**config.mk**
```make
export PLATFORM = sky130hd
export DESIGN_NAME = timer_top
export DESIGN_NICKNAME = d
export VERILOG_FILES = /design/src/common/regbus_pkg.sv /design/src/axi_lite/axi_lite_adapter.sv /design/src/reg_decoder.sv /design/src/reg_slot.sv /design/src/timer/timer_core.sv /design/src/timer_top.sv
export SDC_FILE = /design/constraint.sdc
export NUM_CORES = 1
export LEC_CHECK = 0
export BUFFER_PORTS_ARGS = -buffer_cell sky130_fd_sc_hd__buf_2
export CAP_MARGIN = 20
export CORE_UTILIZATION = 40
export DETAILED_ROUTE_END_ITERATION = 12
export GPL_TIMING_DRIVEN = 0
export PLACE_DENSITY_LB_ADDON = 0.1
export RECOVER_POWER = 50
export SYNTH_ARGS = -nofsm -noshare
export SYNTH_HDL_FRONTEND = slang
export SYNTH_HIERARCHICAL = 1
export SYNTH_SLANG_ARGS = --single-unit
```
**constraint.sdc**
```tcl
create_clock -name i_clk -period 3.3 [get_ports i_clk]
set_input_delay 0.495 -clock i_clk [delete_from_list [all_inputs] [get_ports i_clk]]
set_output_delay 0.495 -clock i_clk [all_outputs]
set_load 0.05 [all_outputs]
```
**src/common/regbus_pkg.sv**
```systemverilog
package regbus_pkg;

  // request kind on the internal register bus
  typedef enum logic {
    ACCESS_READ  = 1'b0,
    ACCESS_WRITE = 1'b1
  } reg_access_e;

  // same codes as AXI RRESP/BRESP
  typedef enum logic [1:0] {
    STATUS_OKAY   = 2'b00,
    STATUS_SLVERR = 2'b10
  } reg_status_e;

  // local byte offsets inside the timer window
  localparam logic [7:0] CTRL_OFFSET    = 8'h00;
  localparam logic [7:0] COMPARE_OFFSET = 8'h04;
  localparam logic [7:0] COUNT_OFFSET   = 8'h08;
  localparam logic [7:0] STATUS_OFFSET  = 8'h0c;

  // CTRL fields
  localparam int CTRL_ENABLE_BIT   = 0;
  localparam int CTRL_PRESCALE_LSB = 8;

endpackage

```
**src/axi_lite/axi_lite_adapter.sv**
```systemverilog
`timescale 1ns/1ns
module axi_lite_adapter
  import regbus_pkg::*;
#(
  parameter int ADDRESS_WIDTH = 16,
  parameter int DATA_WIDTH    = 32
)(
  input  logic                      i_clk,
  input  logic                      i_rst_n,
  input  logic                      s_awvalid,
  output logic                      s_awready,
  input  logic [ADDRESS_WIDTH-1:0]  s_awaddr,
  input  logic                      s_wvalid,
  output logic                      s_wready,
  input  logic [DATA_WIDTH-1:0]     s_wdata,
  input  logic [DATA_WIDTH/8-1:0]   s_wstrb,
  output logic                      s_bvalid,
  input  logic                      s_bready,
  output logic [1:0]                s_bresp,
  input  logic                      s_arvalid,
  output logic                      s_arready,
  input  logic [ADDRESS_WIDTH-1:0]  s_araddr,
  output logic                      s_rvalid,
  input  logic                      s_rready,
  output logic [DATA_WIDTH-1:0]     s_rdata,
  output logic [1:0]                s_rresp,
  output logic                      req_valid,
  output reg_access_e               req_access,
  output logic [ADDRESS_WIDTH-1:0]  req_address,
  output logic [DATA_WIDTH-1:0]     req_write_data,
  output logic [DATA_WIDTH/8-1:0]   req_strobe,
  input  logic                      req_ready,
  input  reg_status_e               req_status,
  input  logic [DATA_WIDTH-1:0]     req_read_data
);

  typedef enum logic [1:0] {
    IDLE,
    REQUEST,
    READ_RESP,
    WRITE_RESP
  } state_e;

  state_e state;
  logic   write_accept;

  // read wins when both arrive together
  assign write_accept = (state == IDLE) && !s_arvalid && s_awvalid && s_wvalid;

  assign s_arready = (state == IDLE);
  assign s_awready = write_accept; // aw and w taken together
  assign s_wready  = write_accept;
  assign req_valid = (state == REQUEST);
  assign s_rvalid  = (state == READ_RESP);
  assign s_bvalid  = (state == WRITE_RESP);

  always_ff @(posedge i_clk, negedge i_rst_n) begin
    if (!i_rst_n) begin
      state <= IDLE;
    end else begin
      case (state)
        IDLE: begin
          if (s_arvalid || write_accept) begin
            state <= REQUEST;
          end
        end
        REQUEST: begin
          if (req_ready) begin
            state <= (req_access == ACCESS_READ) ? READ_RESP : WRITE_RESP;
          end
        end
        READ_RESP: begin
          if (s_rready) begin
            state <= IDLE;
          end
        end
        WRITE_RESP: begin
          if (s_bready) begin
            state <= IDLE;
          end
        end
        default: state <= IDLE;
      endcase
    end
  end

  always_ff @(posedge i_clk) begin
    if (state == IDLE && s_arvalid) begin
      req_access  <= ACCESS_READ;
      req_address <= s_araddr;
    end else if (write_accept) begin
      req_access     <= ACCESS_WRITE;
      req_address    <= s_awaddr;
      req_write_data <= s_wdata;
      req_strobe     <= s_wstrb;
    end
    if (state == REQUEST && req_ready) begin
      s_rdata <= req_read_data; // held until rready
      s_rresp <= req_status;
      s_bresp <= req_status;
    end
  end

endmodule

```
**src/reg_decoder.sv**
```systemverilog
`timescale 1ns/1ns
module reg_decoder
  import regbus_pkg::*;
#(
  parameter int                     ADDRESS_WIDTH       = 16,
  parameter int                     LOCAL_ADDRESS_WIDTH = 8,
  parameter int                     DATA_WIDTH          = 32,
  parameter int                     REGISTERS           = 4,
  parameter bit [ADDRESS_WIDTH-1:0] BASE_ADDRESS        = '0,
  parameter int                     BYTE_SIZE           = 16,
  parameter bit                     ERROR_STATUS        = 1,
  parameter bit [DATA_WIDTH-1:0]    DEFAULT_READ_DATA   = '0
)(
  input  logic                                           i_clk,
  input  logic                                           i_rst_n,
  input  logic                                           req_valid,
  input  reg_access_e                                    req_access,
  input  logic [ADDRESS_WIDTH-1:0]                       req_address,
  input  logic [DATA_WIDTH-1:0]                          req_write_data,
  input  logic [DATA_WIDTH/8-1:0]                        req_strobe,
  output logic                                           req_ready,
  output reg_status_e                                    req_status,
  output logic [DATA_WIDTH-1:0]                          req_read_data,
  output logic [REGISTERS-1:0]                           slot_valid,
  output reg_access_e [REGISTERS-1:0]                    slot_access,
  output logic [REGISTERS-1:0][LOCAL_ADDRESS_WIDTH-1:0]  slot_address,
  output logic [REGISTERS-1:0][DATA_WIDTH-1:0]           slot_write_data,
  output logic [REGISTERS-1:0][DATA_WIDTH/8-1:0]         slot_strobe,
  input  logic [REGISTERS-1:0]                           slot_active,
  input  logic [REGISTERS-1:0]                           slot_ready,
  input  reg_status_e [REGISTERS-1:0]                    slot_status,
  input  logic [REGISTERS-1:0][DATA_WIDTH-1:0]           slot_read_data
);

  localparam reg_status_e DEFAULT_STATUS = ERROR_STATUS ? STATUS_SLVERR : STATUS_OKAY;
  localparam logic [ADDRESS_WIDTH:0] END_ADDRESS =
    (ADDRESS_WIDTH + 1)'(BASE_ADDRESS + BYTE_SIZE - 1);

  logic                  busy;
  logic                  inside_range;
  logic                  inactive;
  logic [1:0]            sel_status;
  logic [DATA_WIDTH-1:0] sel_read_data;

  always_ff @(posedge i_clk, negedge i_rst_n) begin
    if (!i_rst_n) begin
      busy <= 1'b0;
    end else begin
      busy <= req_valid && req_ready; // access completes this cycle
    end
  end

  assign inside_range = (req_address >= BASE_ADDRESS) &&
                        ({1'b0, req_address} <= END_ADDRESS);

  for (genvar i = 0; i < REGISTERS; i++) begin : g_request
    assign slot_valid[i]      = req_valid && inside_range && !busy;
    assign slot_access[i]     = req_access;
    assign slot_address[i]    = req_address[LOCAL_ADDRESS_WIDTH-1:0];
    assign slot_write_data[i] = req_write_data;
    assign slot_strobe[i]     = req_strobe;
  end

  // slots are one-hot, so an or-mux is enough
  always_comb begin
    sel_status    = '0;
    sel_read_data = '0;
    for (int i = 0; i < REGISTERS; i++) begin
      if (slot_active[i]) begin
        sel_status    = sel_status | slot_status[i];
        sel_read_data = sel_read_data | slot_read_data[i];
      end
    end
  end

  assign inactive      = !inside_range || (slot_active == '0);
  assign req_ready     = (slot_ready != '0) || inactive;
  assign req_status    = inactive ? DEFAULT_STATUS : reg_status_e'(sel_status);
  assign req_read_data = inactive ? DEFAULT_READ_DATA : sel_read_data;

endmodule

```
**src/reg_slot.sv**
```systemverilog
`timescale 1ns/1ns
module reg_slot
  import regbus_pkg::*;
#(
  parameter int                           LOCAL_ADDRESS_WIDTH = 8,
  parameter int                           DATA_WIDTH          = 32,
  parameter bit [LOCAL_ADDRESS_WIDTH-1:0] OFFSET              = '0,
  parameter bit [DATA_WIDTH-1:0]          RESET_VALUE         = '0,
  parameter bit [DATA_WIDTH-1:0]          WRITE_MASK          = '0,
  parameter bit [DATA_WIDTH-1:0]          W1C_MASK            = '0
)(
  input  logic                           i_clk,
  input  logic                           i_rst_n,
  input  logic                           slot_valid,
  input  reg_access_e                    slot_access,
  input  logic [LOCAL_ADDRESS_WIDTH-1:0] slot_address,
  input  logic [DATA_WIDTH-1:0]          slot_write_data,
  input  logic [DATA_WIDTH/8-1:0]        slot_strobe,
  output logic                           slot_active,
  output logic                           slot_ready,
  output reg_status_e                    slot_status,
  output logic [DATA_WIDTH-1:0]          slot_read_data,
  input  logic [DATA_WIDTH-1:0]          hw_value,
  input  logic [DATA_WIDTH-1:0]          hw_set,
  output logic [DATA_WIDTH-1:0]          value
);

  localparam bit [DATA_WIDTH-1:0] STORED_MASK = WRITE_MASK | W1C_MASK;

  logic [DATA_WIDTH-1:0] bit_strobe;
  logic [DATA_WIDTH-1:0] value_q;
  logic [DATA_WIDTH-1:0] value_next;
  logic                  write_hit;

  always_comb begin
    for (int i = 0; i < DATA_WIDTH / 8; i++) begin
      bit_strobe[8*i+:8] = {8{slot_strobe[i]}};
    end
  end

  assign slot_active = (slot_address == OFFSET);
  assign slot_ready  = slot_valid && slot_active;
  assign slot_status = STATUS_OKAY;
  assign write_hit   = slot_ready && (slot_access == ACCESS_WRITE);

  always_comb begin
    value_next = value_q;
    if (write_hit) begin
      value_next = (value_q & ~(WRITE_MASK & bit_strobe)) |
                   (slot_write_data & WRITE_MASK & bit_strobe);
      value_next = value_next & ~(W1C_MASK & bit_strobe & slot_write_data);
    end
    value_next = value_next | (hw_set & STORED_MASK); // set beats clear
  end

  always_ff @(posedge i_clk, negedge i_rst_n) begin
    if (!i_rst_n) begin
      value_q <= RESET_VALUE & STORED_MASK;
    end else begin
      value_q <= value_next;
    end
  end

  assign value          = (value_q & STORED_MASK) | (hw_value & ~STORED_MASK);
  assign slot_read_data = value;

endmodule

```
**src/timer/timer_core.sv**
```systemverilog
`timescale 1ns/1ns
module timer_core #(
  parameter int DATA_WIDTH     = 32,
  parameter int PRESCALE_WIDTH = 8
)(
  input  logic                      i_clk,
  input  logic                      i_rst_n,
  input  logic                      tmr_enable,
  input  logic [PRESCALE_WIDTH-1:0] tmr_prescale,
  input  logic [DATA_WIDTH-1:0]     tmr_compare,
  output logic [DATA_WIDTH-1:0]     tmr_count,
  output logic                      tmr_match_pulse
);

  logic [PRESCALE_WIDTH-1:0] prescale_count;
  logic                      tick;

  assign tick = tmr_enable && (prescale_count == tmr_prescale);

  always_ff @(posedge i_clk, negedge i_rst_n) begin
    if (!i_rst_n) begin
      prescale_count <= '0;
    end else if (!tmr_enable || tick) begin
      prescale_count <= '0; // restart divider
    end else begin
      prescale_count <= prescale_count + 1'b1;
    end
  end

  always_ff @(posedge i_clk, negedge i_rst_n) begin
    if (!i_rst_n) begin
      tmr_count       <= '0;
      tmr_match_pulse <= 1'b0;
    end else begin
      tmr_match_pulse <= 1'b0;
      if (tick) begin
        if (tmr_count == tmr_compare) begin
          tmr_count       <= '0;
          tmr_match_pulse <= 1'b1;
        end else begin
          tmr_count <= tmr_count + 1'b1;
        end
      end
    end
  end

endmodule

```
**src/timer_top.sv**
```systemverilog
`timescale 1ns/1ns
module timer_top
  import regbus_pkg::*;
#(
  parameter int                     ADDRESS_WIDTH       = 16,
  parameter int                     LOCAL_ADDRESS_WIDTH = 8,
  parameter int                     DATA_WIDTH          = 32,
  parameter int                     REGISTERS           = 4,
  parameter bit [ADDRESS_WIDTH-1:0] BASE_ADDRESS        = 16'h0100,
  parameter int                     BYTE_SIZE           = 16,
  parameter bit                     ERROR_STATUS        = 1,
  parameter bit [DATA_WIDTH-1:0]    DEFAULT_READ_DATA   = 32'hdead_beef
)(
  input  logic                     i_clk,
  input  logic                     i_rst_n,
  input  logic                     s_awvalid,
  output logic                     s_awready,
  input  logic [ADDRESS_WIDTH-1:0] s_awaddr,
  input  logic                     s_wvalid,
  output logic                     s_wready,
  input  logic [DATA_WIDTH-1:0]    s_wdata,
  input  logic [DATA_WIDTH/8-1:0]  s_wstrb,
  output logic                     s_bvalid,
  input  logic                     s_bready,
  output logic [1:0]               s_bresp,
  input  logic                     s_arvalid,
  output logic                     s_arready,
  input  logic [ADDRESS_WIDTH-1:0] s_araddr,
  output logic                     s_rvalid,
  input  logic                     s_rready,
  output logic [DATA_WIDTH-1:0]    s_rdata,
  output logic [1:0]               s_rresp,
  output logic                     irq
);

  localparam int PRESCALE_WIDTH = 8;

  logic                                          req_valid;
  reg_access_e                                   req_access;
  logic [ADDRESS_WIDTH-1:0]                      req_address;
  logic [DATA_WIDTH-1:0]                         req_write_data;
  logic [DATA_WIDTH/8-1:0]                       req_strobe;
  logic                                          req_ready;
  reg_status_e                                   req_status;
  logic [DATA_WIDTH-1:0]                         req_read_data;
  logic [REGISTERS-1:0]                          slot_valid;
  reg_access_e [REGISTERS-1:0]                   slot_access;
  logic [REGISTERS-1:0][LOCAL_ADDRESS_WIDTH-1:0] slot_address;
  logic [REGISTERS-1:0][DATA_WIDTH-1:0]          slot_write_data;
  logic [REGISTERS-1:0][DATA_WIDTH/8-1:0]        slot_strobe;
  logic [REGISTERS-1:0]                          slot_active;
  logic [REGISTERS-1:0]                          slot_ready;
  reg_status_e [REGISTERS-1:0]                   slot_status;
  logic [REGISTERS-1:0][DATA_WIDTH-1:0]          slot_read_data;
  logic [DATA_WIDTH-1:0]                         ctrl_value;
  logic [DATA_WIDTH-1:0]                         compare_value;
  logic [DATA_WIDTH-1:0]                         status_value;
  logic                                          tmr_enable;
  logic [PRESCALE_WIDTH-1:0]                     tmr_prescale;
  logic [DATA_WIDTH-1:0]                         tmr_count;
  logic                                          tmr_match_pulse;

  assign tmr_enable   = ctrl_value[CTRL_ENABLE_BIT];
  assign tmr_prescale = ctrl_value[CTRL_PRESCALE_LSB+:PRESCALE_WIDTH];
  assign irq          = status_value[0]; // sticky match flag

  axi_lite_adapter #(
    .ADDRESS_WIDTH (ADDRESS_WIDTH),
    .DATA_WIDTH    (DATA_WIDTH)
  ) u_adapter (
    .i_clk, .i_rst_n,
    .s_awvalid, .s_awready, .s_awaddr,
    .s_wvalid, .s_wready, .s_wdata, .s_wstrb,
    .s_bvalid, .s_bready, .s_bresp,
    .s_arvalid, .s_arready, .s_araddr,
    .s_rvalid, .s_rready, .s_rdata, .s_rresp,
    .req_valid, .req_access, .req_address, .req_write_data, .req_strobe,
    .req_ready, .req_status, .req_read_data
  );

  reg_decoder #(
    .ADDRESS_WIDTH       (ADDRESS_WIDTH),
    .LOCAL_ADDRESS_WIDTH (LOCAL_ADDRESS_WIDTH),
    .DATA_WIDTH          (DATA_WIDTH),
    .REGISTERS           (REGISTERS),
    .BASE_ADDRESS        (BASE_ADDRESS),
    .BYTE_SIZE           (BYTE_SIZE),
    .ERROR_STATUS        (ERROR_STATUS),
    .DEFAULT_READ_DATA   (DEFAULT_READ_DATA)
  ) u_decoder (
    .i_clk, .i_rst_n,
    .req_valid, .req_access, .req_address, .req_write_data, .req_strobe,
    .req_ready, .req_status, .req_read_data,
    .slot_valid, .slot_access, .slot_address, .slot_write_data, .slot_strobe,
    .slot_active, .slot_ready, .slot_status, .slot_read_data
  );

  reg_slot #(
    .LOCAL_ADDRESS_WIDTH (LOCAL_ADDRESS_WIDTH),
    .DATA_WIDTH          (DATA_WIDTH),
    .OFFSET              (CTRL_OFFSET),
    .RESET_VALUE         ('0),
    .WRITE_MASK          (32'h0000_ff01),
    .W1C_MASK            ('0)
  ) u_ctrl (
    .i_clk, .i_rst_n,
    .slot_valid      (slot_valid[0]),
    .slot_access     (slot_access[0]),
    .slot_address    (slot_address[0]),
    .slot_write_data (slot_write_data[0]),
    .slot_strobe     (slot_strobe[0]),
    .slot_active     (slot_active[0]),
    .slot_ready      (slot_ready[0]),
    .slot_status     (slot_status[0]),
    .slot_read_data  (slot_read_data[0]),
    .hw_value        ('0),
    .hw_set          ('0),
    .value           (ctrl_value)
  );

  reg_slot #(
    .LOCAL_ADDRESS_WIDTH (LOCAL_ADDRESS_WIDTH),
    .DATA_WIDTH          (DATA_WIDTH),
    .OFFSET              (COMPARE_OFFSET),
    .RESET_VALUE         ('0),
    .WRITE_MASK          ('1),
    .W1C_MASK            ('0)
  ) u_compare (
    .i_clk, .i_rst_n,
    .slot_valid      (slot_valid[1]),
    .slot_access     (slot_access[1]),
    .slot_address    (slot_address[1]),
    .slot_write_data (slot_write_data[1]),
    .slot_strobe     (slot_strobe[1]),
    .slot_active     (slot_active[1]),
    .slot_ready      (slot_ready[1]),
    .slot_status     (slot_status[1]),
    .slot_read_data  (slot_read_data[1]),
    .hw_value        ('0),
    .hw_set          ('0),
    .value           (compare_value)
  );

  reg_slot #(
    .LOCAL_ADDRESS_WIDTH (LOCAL_ADDRESS_WIDTH),
    .DATA_WIDTH          (DATA_WIDTH),
    .OFFSET              (COUNT_OFFSET),
    .RESET_VALUE         ('0),
    .WRITE_MASK          ('0), // read-only live count
    .W1C_MASK            ('0)
  ) u_count (
    .i_clk, .i_rst_n,
    .slot_valid      (slot_valid[2]),
    .slot_access     (slot_access[2]),
    .slot_address    (slot_address[2]),
    .slot_write_data (slot_write_data[2]),
    .slot_strobe     (slot_strobe[2]),
    .slot_active     (slot_active[2]),
    .slot_ready      (slot_ready[2]),
    .slot_status     (slot_status[2]),
    .slot_read_data  (slot_read_data[2]),
    .hw_value        (tmr_count),
    .hw_set          ('0),
    .value           ()
  );

  reg_slot #(
    .LOCAL_ADDRESS_WIDTH (LOCAL_ADDRESS_WIDTH),
    .DATA_WIDTH          (DATA_WIDTH),
    .OFFSET              (STATUS_OFFSET),
    .RESET_VALUE         ('0),
    .WRITE_MASK          ('0),
    .W1C_MASK            (32'h0000_0001)
  ) u_status (
    .i_clk, .i_rst_n,
    .slot_valid      (slot_valid[3]),
    .slot_access     (slot_access[3]),
    .slot_address    (slot_address[3]),
    .slot_write_data (slot_write_data[3]),
    .slot_strobe     (slot_strobe[3]),
    .slot_active     (slot_active[3]),
    .slot_ready      (slot_ready[3]),
    .slot_status     (slot_status[3]),
    .slot_read_data  (slot_read_data[3]),
    .hw_value        ('0),
    .hw_set          ({{(DATA_WIDTH-1){1'b0}}, tmr_match_pulse}),
    .value           (status_value)
  );

  timer_core #(
    .DATA_WIDTH     (DATA_WIDTH),
    .PRESCALE_WIDTH (PRESCALE_WIDTH)
  ) u_timer (
    .i_clk, .i_rst_n,
    .tmr_enable,
    .tmr_prescale,
    .tmr_compare     (compare_value),
    .tmr_count,
    .tmr_match_pulse
  );

endmodule

```
* Yosys cells after proc, flatten, opt, wreduce, memory -nomap -nowiden
Cells that the tools add are included.
** Cells by class
- Add/sub/neg operators :: 2
- Multiply operators :: 0
- Divide/modulo/power cells :: 0
- Order comparisons :: 2
- Equal/unequal tests :: 12
- Shifts and indexed selects :: 0
- Multiplexer cells :: 18
- Bitwise logic cells :: 16
- Reductions and logical operators :: 31
** Operators with widths (count)
- 32-bit 2-to-1 mux :: 5
- 32-bit bitwise AND :: 4
- 32-bit bitwise OR :: 4
- 32-bit inverter :: 2
- 32-bit by 1-bit bitwise OR with 32-bit output :: 2
- 16-bit 2-to-1 mux :: 3
- 32-bit by 1-bit adder with 32-bit output, second input constant :: 1
- 1-bit by 32-bit bitwise AND with 32-bit output :: 1
- 16-bit by 32-bit bitwise AND with 32-bit output :: 1
- 32-bit == test :: 1
- 16-bit inverter with 32-bit output :: 1
- 8-bit by 4-bit == test with 1-bit output, second input constant :: 2
- 16-bit by 9-bit >= comparator with 1-bit output, second input constant :: 1
- 16-bit by 9-bit less-or-equal comparator with 1-bit output, second input constant :: 1
- 1-bit logical AND :: 16
- 2-bit 2-to-1 mux :: 5
- 8-bit by 1-bit adder with 8-bit output, second input constant :: 1
- 8-bit by 3-bit == test with 1-bit output, second input constant :: 1
- 8-bit == test :: 1
- 8-bit logical NOT :: 1
- 8-bit 2-to-1 mux :: 1
- 2-bit case mux with 4 select lines :: 1
- 2-bit by 1-bit inequality test with 1-bit output, second input constant :: 3
- 2-bit == test, second input constant :: 2
- 12 further kinds :: 20
** Storage, ports and cells
- Flip-flop bits (word level) :: 227
- Latch bits :: 0
- Memory bits (writable) :: 0
- Memory bits (read-only) :: 0
- Input bits :: 75
- Output and inout port bits :: 42
- Word-level logic and storage cells :: 95
- Memories kept :: 0

* Longest topological paths before layout
- Word-level depth :: 9
- Mapped depth :: 11
- Gate-level depth less buffers :: 9

* By module
Netlist, hierarchy kept.
** Modules (own cells, without submodules)
- axi_lite_adapter :: instances 1, cells each 127, area an instance 3029.2 µm², sequential area each 2652.5 µm²
- timer_core :: instances 1, cells each 270, area an instance 2593.7 µm², sequential area each 1026.0 µm²
- reg_decoder :: instances 1, cells each 316, area an instance 2257.2 µm², sequential area each 25.0 µm²
- reg_slot at u_compare :: instances 1, cells each 173, area an instance 1775.5 µm², sequential area each 800.8 µm²
- reg_slot at u_ctrl :: instances 1, cells each 102, area an instance 904.6 µm², sequential area each 225.2 µm²
- reg_slot at u_status :: instances 1, cells each 74, area an instance 566.8 µm², sequential area each 25.0 µm²
- reg_slot at u_count :: instances 1, cells each 73, area an instance 560.5 µm², sequential area each 0.0 µm²
- timer_top :: instances 1, cells each 1, area an instance 3.8 µm², sequential area each 0.0 µm²

* Least setup slack after synthesis
No wires, ideal clock.
- Path kind :: reg2reg
- Start point :: register u_adapter.req_address[2]
- End point :: register u_adapter.s_rdata[0] (enable)
- Setup time :: 394 ps
- Arrival :: 2933 ps
- Required time :: 2906 ps
- Path slack :: -27 ps
- Stages on the path, launching flop included :: 11
- Path buffers :: 4
- Period minus slack after synthesis :: 3327 ps
- Cells stage by stage :: edfxtp_1 buf_4 nor4b_4 and2_2 buf_6 or4_1 and4_1 buf_6 buf_6 nand2_1 and2_1
** On the way
- Elaborated cells on any way between the ends :: 19
- Classes of those cells :: order compare: 2; eq/ne: 3; reduce/logical: 14
** RTL lines
- from (decl) :: line axi_lite_adapter.sv:29 : output logic [ADDRESS_WIDTH-1:0] req_address,
- from (signal assigned) :: line axi_lite_adapter.sv:90 : req_address <= s_araddr;
- from (signal assigned) :: line axi_lite_adapter.sv:93 : req_address <= s_awaddr;
- 8-bit by 3-bit == test with 1-bit output * :: line reg_slot.sv:41 : assign slot_active = (slot_address == OFFSET);
- net slot_active[1] :: line timer_top.sv:51 : logic [REGISTERS-1:0] slot_active;
- 1-bit logical AND / 4-bit logical NOT (equally long branches) :: line reg_slot.sv:42, reg_decoder.sv:76
- 4-bit nonzero test / 1-bit logical OR (equally long branches) :: line reg_decoder.sv:77, reg_decoder.sv:76
- 1-bit logical OR * :: line reg_decoder.sv:77 : assign req_ready = (slot_ready != '0) || inactive;
- net req_ready :: line timer_top.sv:43 : logic req_ready;
- 1-bit logical AND * :: line axi_lite_adapter.sv:97 : if (state == REQUEST && req_ready) begin
- to (signal assigned) :: line axi_lite_adapter.sv:98 : s_rdata <= req_read_data;
- to (decl) :: line axi_lite_adapter.sv:25 : output logic [DATA_WIDTH-1:0] s_rdata,
The timed path passes the listed nets; every way through them passes the cells marked *.
A chain may end at the register's enable or synchronous reset.

* Final worst setup path
- Start point :: register u_adapter.req_address[5]
- End point :: register u_adapter.s_rdata[8] (enable)
** On the way
- Elaborated cells on any way between the ends :: 19
- Classes of those cells :: order compare: 2; eq/ne: 3; reduce/logical: 14
** RTL lines (line)
- 8-bit by 4-bit == test with 1-bit output * :: reg_slot.sv:41
- net slot_active[3] :: timer_top.sv:51
- 1-bit logical AND / 4-bit logical NOT (equally long branches) :: reg_slot.sv:42, reg_decoder.sv:76
- 4-bit nonzero test / 1-bit logical OR (equally long branches) :: reg_decoder.sv:77, reg_decoder.sv:76
- 1-bit logical OR * :: reg_decoder.sv:77
- net req_ready :: timer_top.sv:43
- 1-bit logical AND * :: axi_lite_adapter.sv:97
Marked as above.

==> results.md <==
* Wire per inst at around 16 um
* Setup crit start: u_adapter/req_address[5]
* Cell Area, Placed at 11900 sq um
* CTS tree: done
* Post-layout min period at 3.15 ns
* Cells after Synth at roughly 950
* Skew final at 0.0157 ns
* Vias at 7054
* Max Slew Vio Count at between 50 and 60
* # clock sinks at 173
* Final nets at 1311
* Commonest non-fill, non-tap cell in the layout: buf_4
* Iter 0 DRT Violations at 436
* Peak VDD IR at 0.000492 V
* Crit path max-delay cell type: or4_1
* Worst path cell trace: buf_4 > or4_1 > nor4_4 > buf_4 > or4_1 > and4_1 > buf_6 > buf_6 > nand2_4 > and2_4
* Hold Path Depth at 1
* # hold bufs at CTS at 0
* Worst hold-check path type: input port to flip-flop
* # DRC at 0
* CORE AREA at 25300 sq um
* Placed cells at 1541
* Cell area after layout at 12500 sq um
* # Max-Cap Violations at 2
* Vias per cell at 4.47
* CP Max Fanout at 10
* First-pass GRT wire length at ~39 mm
* RSZ-0062 raised after global routing: no
* Reg2reg setup slack at 0.15 ns
* CP Buf/Inv Count at 4
* P per Cell Area at 493 nW/um^2
* Total power at 6170 uW
* Hpwl dp at 17.7 mm
* Latest clock arrival within the worst-skew pair at 0.44 ns
* I/O pins at ~120
* Max Freq at 317 MHz
* Chip height at 163 um
* Worst r2r path cells at 10
* Fin. Hold Viols at 0
* Vias in the first global route at 6862
* Drt first pass iters at 5
* Share of cells above drive strength 1 at between 30 and 40%
* Violated checks: max-capacitance violations, max-slew violations
* Setup bufs post-CTS at 0
* Post-route insts no fill at ~1600
* Slew HR at -79.1%
* H-tree depth at 4
* Status: complete, but fails checks
* RR Endpoint: u_adapter/s_rdata[8]
* Fin util at 49.6%
* Critical path's largest stage delay at 0.56 ns
* Initial Util at 40.9%
* Syn avg cell area at 10.8 sq um
* Die W at around 160 um
* CP required at between 3 and 4 ns
* Arr. time, crit path at 3.33 ns
* Grt ovf at 0
* Storage element area at 4750 sq um
* Total die area at approximately 26000 sq um
* Ys Warns at 6
* Worst reg2reg path startpoint: u_adapter/req_address[5]
* Largest net degree at the start of global routing at 45
* Hold Crit Start: s_wstrb[0]
* Footprint of the multi-input gates at between 4000 and 5000 sq um
* Critical path class: flip-flop to flip-flop
* Crit-path leading delay family: simple AND/OR/NAND/NOR gates
* Hold Path Sink: u_adapter/req_strobe[0]
* Area of the mapped netlist at 10300 sq um
* Input/output buffers at between 100 and 150
* Period Utilization, post-route at between 90% and 100%
* Synthesis-to-layout area growth at 21.3%
* Initial antenna violation count at 0
* Crit. End Element: flip-flop
* Fillers at 2393
* Leak Pwr at about 0.0055 uW
* Clk buf depth at 2
* Slew @ Worst Pin at roughly 2.7 ns
* Startpoint types: flip-flop
* Inserted Clock Buffers at 17
* Post-route ant nets at 0
* Most frequent cells in the layout: buf_4 (229), conb_1 (144), nor2_1 (117), edfxtp_1 (86), dfrtp_1 (86)
* Root Driver: clkbuf_16
* RD Place Congestion at 0.844
* WHS at 0.229 ns
* Row Count at 58
* Final setup viols at 0
* Worst-path clk slew at 0.08 ns
* Total Routing Usage GR at 19.5%
* Ant diodes at 0
* Routed WL at 24.5 mm
[layer usage]
metal | vias up | share of wire (%) | track usage, %
li1 | 3564 | - | -
met1 | 3310 | 49 | 28.2
met2 | 162 | 46 | 30.7
met3 | 18 | 3.7 | 2.72
met4 | 0 | 1.1 | 5.01
met5 | - | 0 | 0
[worst max-delay path by stage]
stage | to | slack (ns) | cells after the start
6_report | u_adapter/s_rdata[8] | 0.15 | 10
5_1_grt | u_adapter/s_rdata[17] | 0.04 | 10
4_1_cts | u_adapter/s_rdata[27] | 0.08 | 10
3_5_place_dp | u_adapter/s_rdata[13] | -0.61 | 8
3_3_place_gp | u_adapter/s_rdata[13] | -0.59 | 8
2_1_floorplan | u_adapter/s_rdata[0] | 0.33 | 10
[registers in the layout, summed over array words and instances (netlist names), 2 cells and up]
register                  count
u_adapter/req_address        16
u_adapter/req_strobe          4
u_adapter/req_write_data     32
u_adapter/s_rdata            32
u_adapter/s_rresp             2
u_adapter/state               2
u_compare/slot_read_data     32
u_ctrl/value_q                9
u_timer/prescale_count        8
u_timer/tmr_count            32
[through the flow]
stage,setup TNS (ns),worst slack [ns]
after floorplan,0,0.328
after global placement,-36.74,-0.592
after detailed placement,-20.50,-0.607
after CTS,0,0.0771
after global routing,0,0.0383
final,0,0.146
[area by class of cell]
class / count / share of cell area [%]
well taps: 330 / 3.30
inverters: 8 / 0.240
plain buffers: 259 / 15.2
repair buffers: 118 / 4.70
clock inverters: 13 / 1.29
flip-flops and latches: 173 / 38.0
multi-input cells: 657 / 33.6
clock buffers: 19 / 3.71
[what timing repair did]
item / CTS / global route
endpoints found under the setup margin: 64 / 34
pin swaps: 2 / 2
resized for setup: 12 / 4
gates cloned: 3 / 1
endpoints found under the hold margin: 0 / 0
[where the power goes]
part           internal, uW  switching [uW]  leakage, uW  total (uW)
registers              2540             154      0.00170        2690
logic                   544             767      0.00350        1310
clock network          1220             954     0.000308        2170
Power figures use the tool's default switching activity.
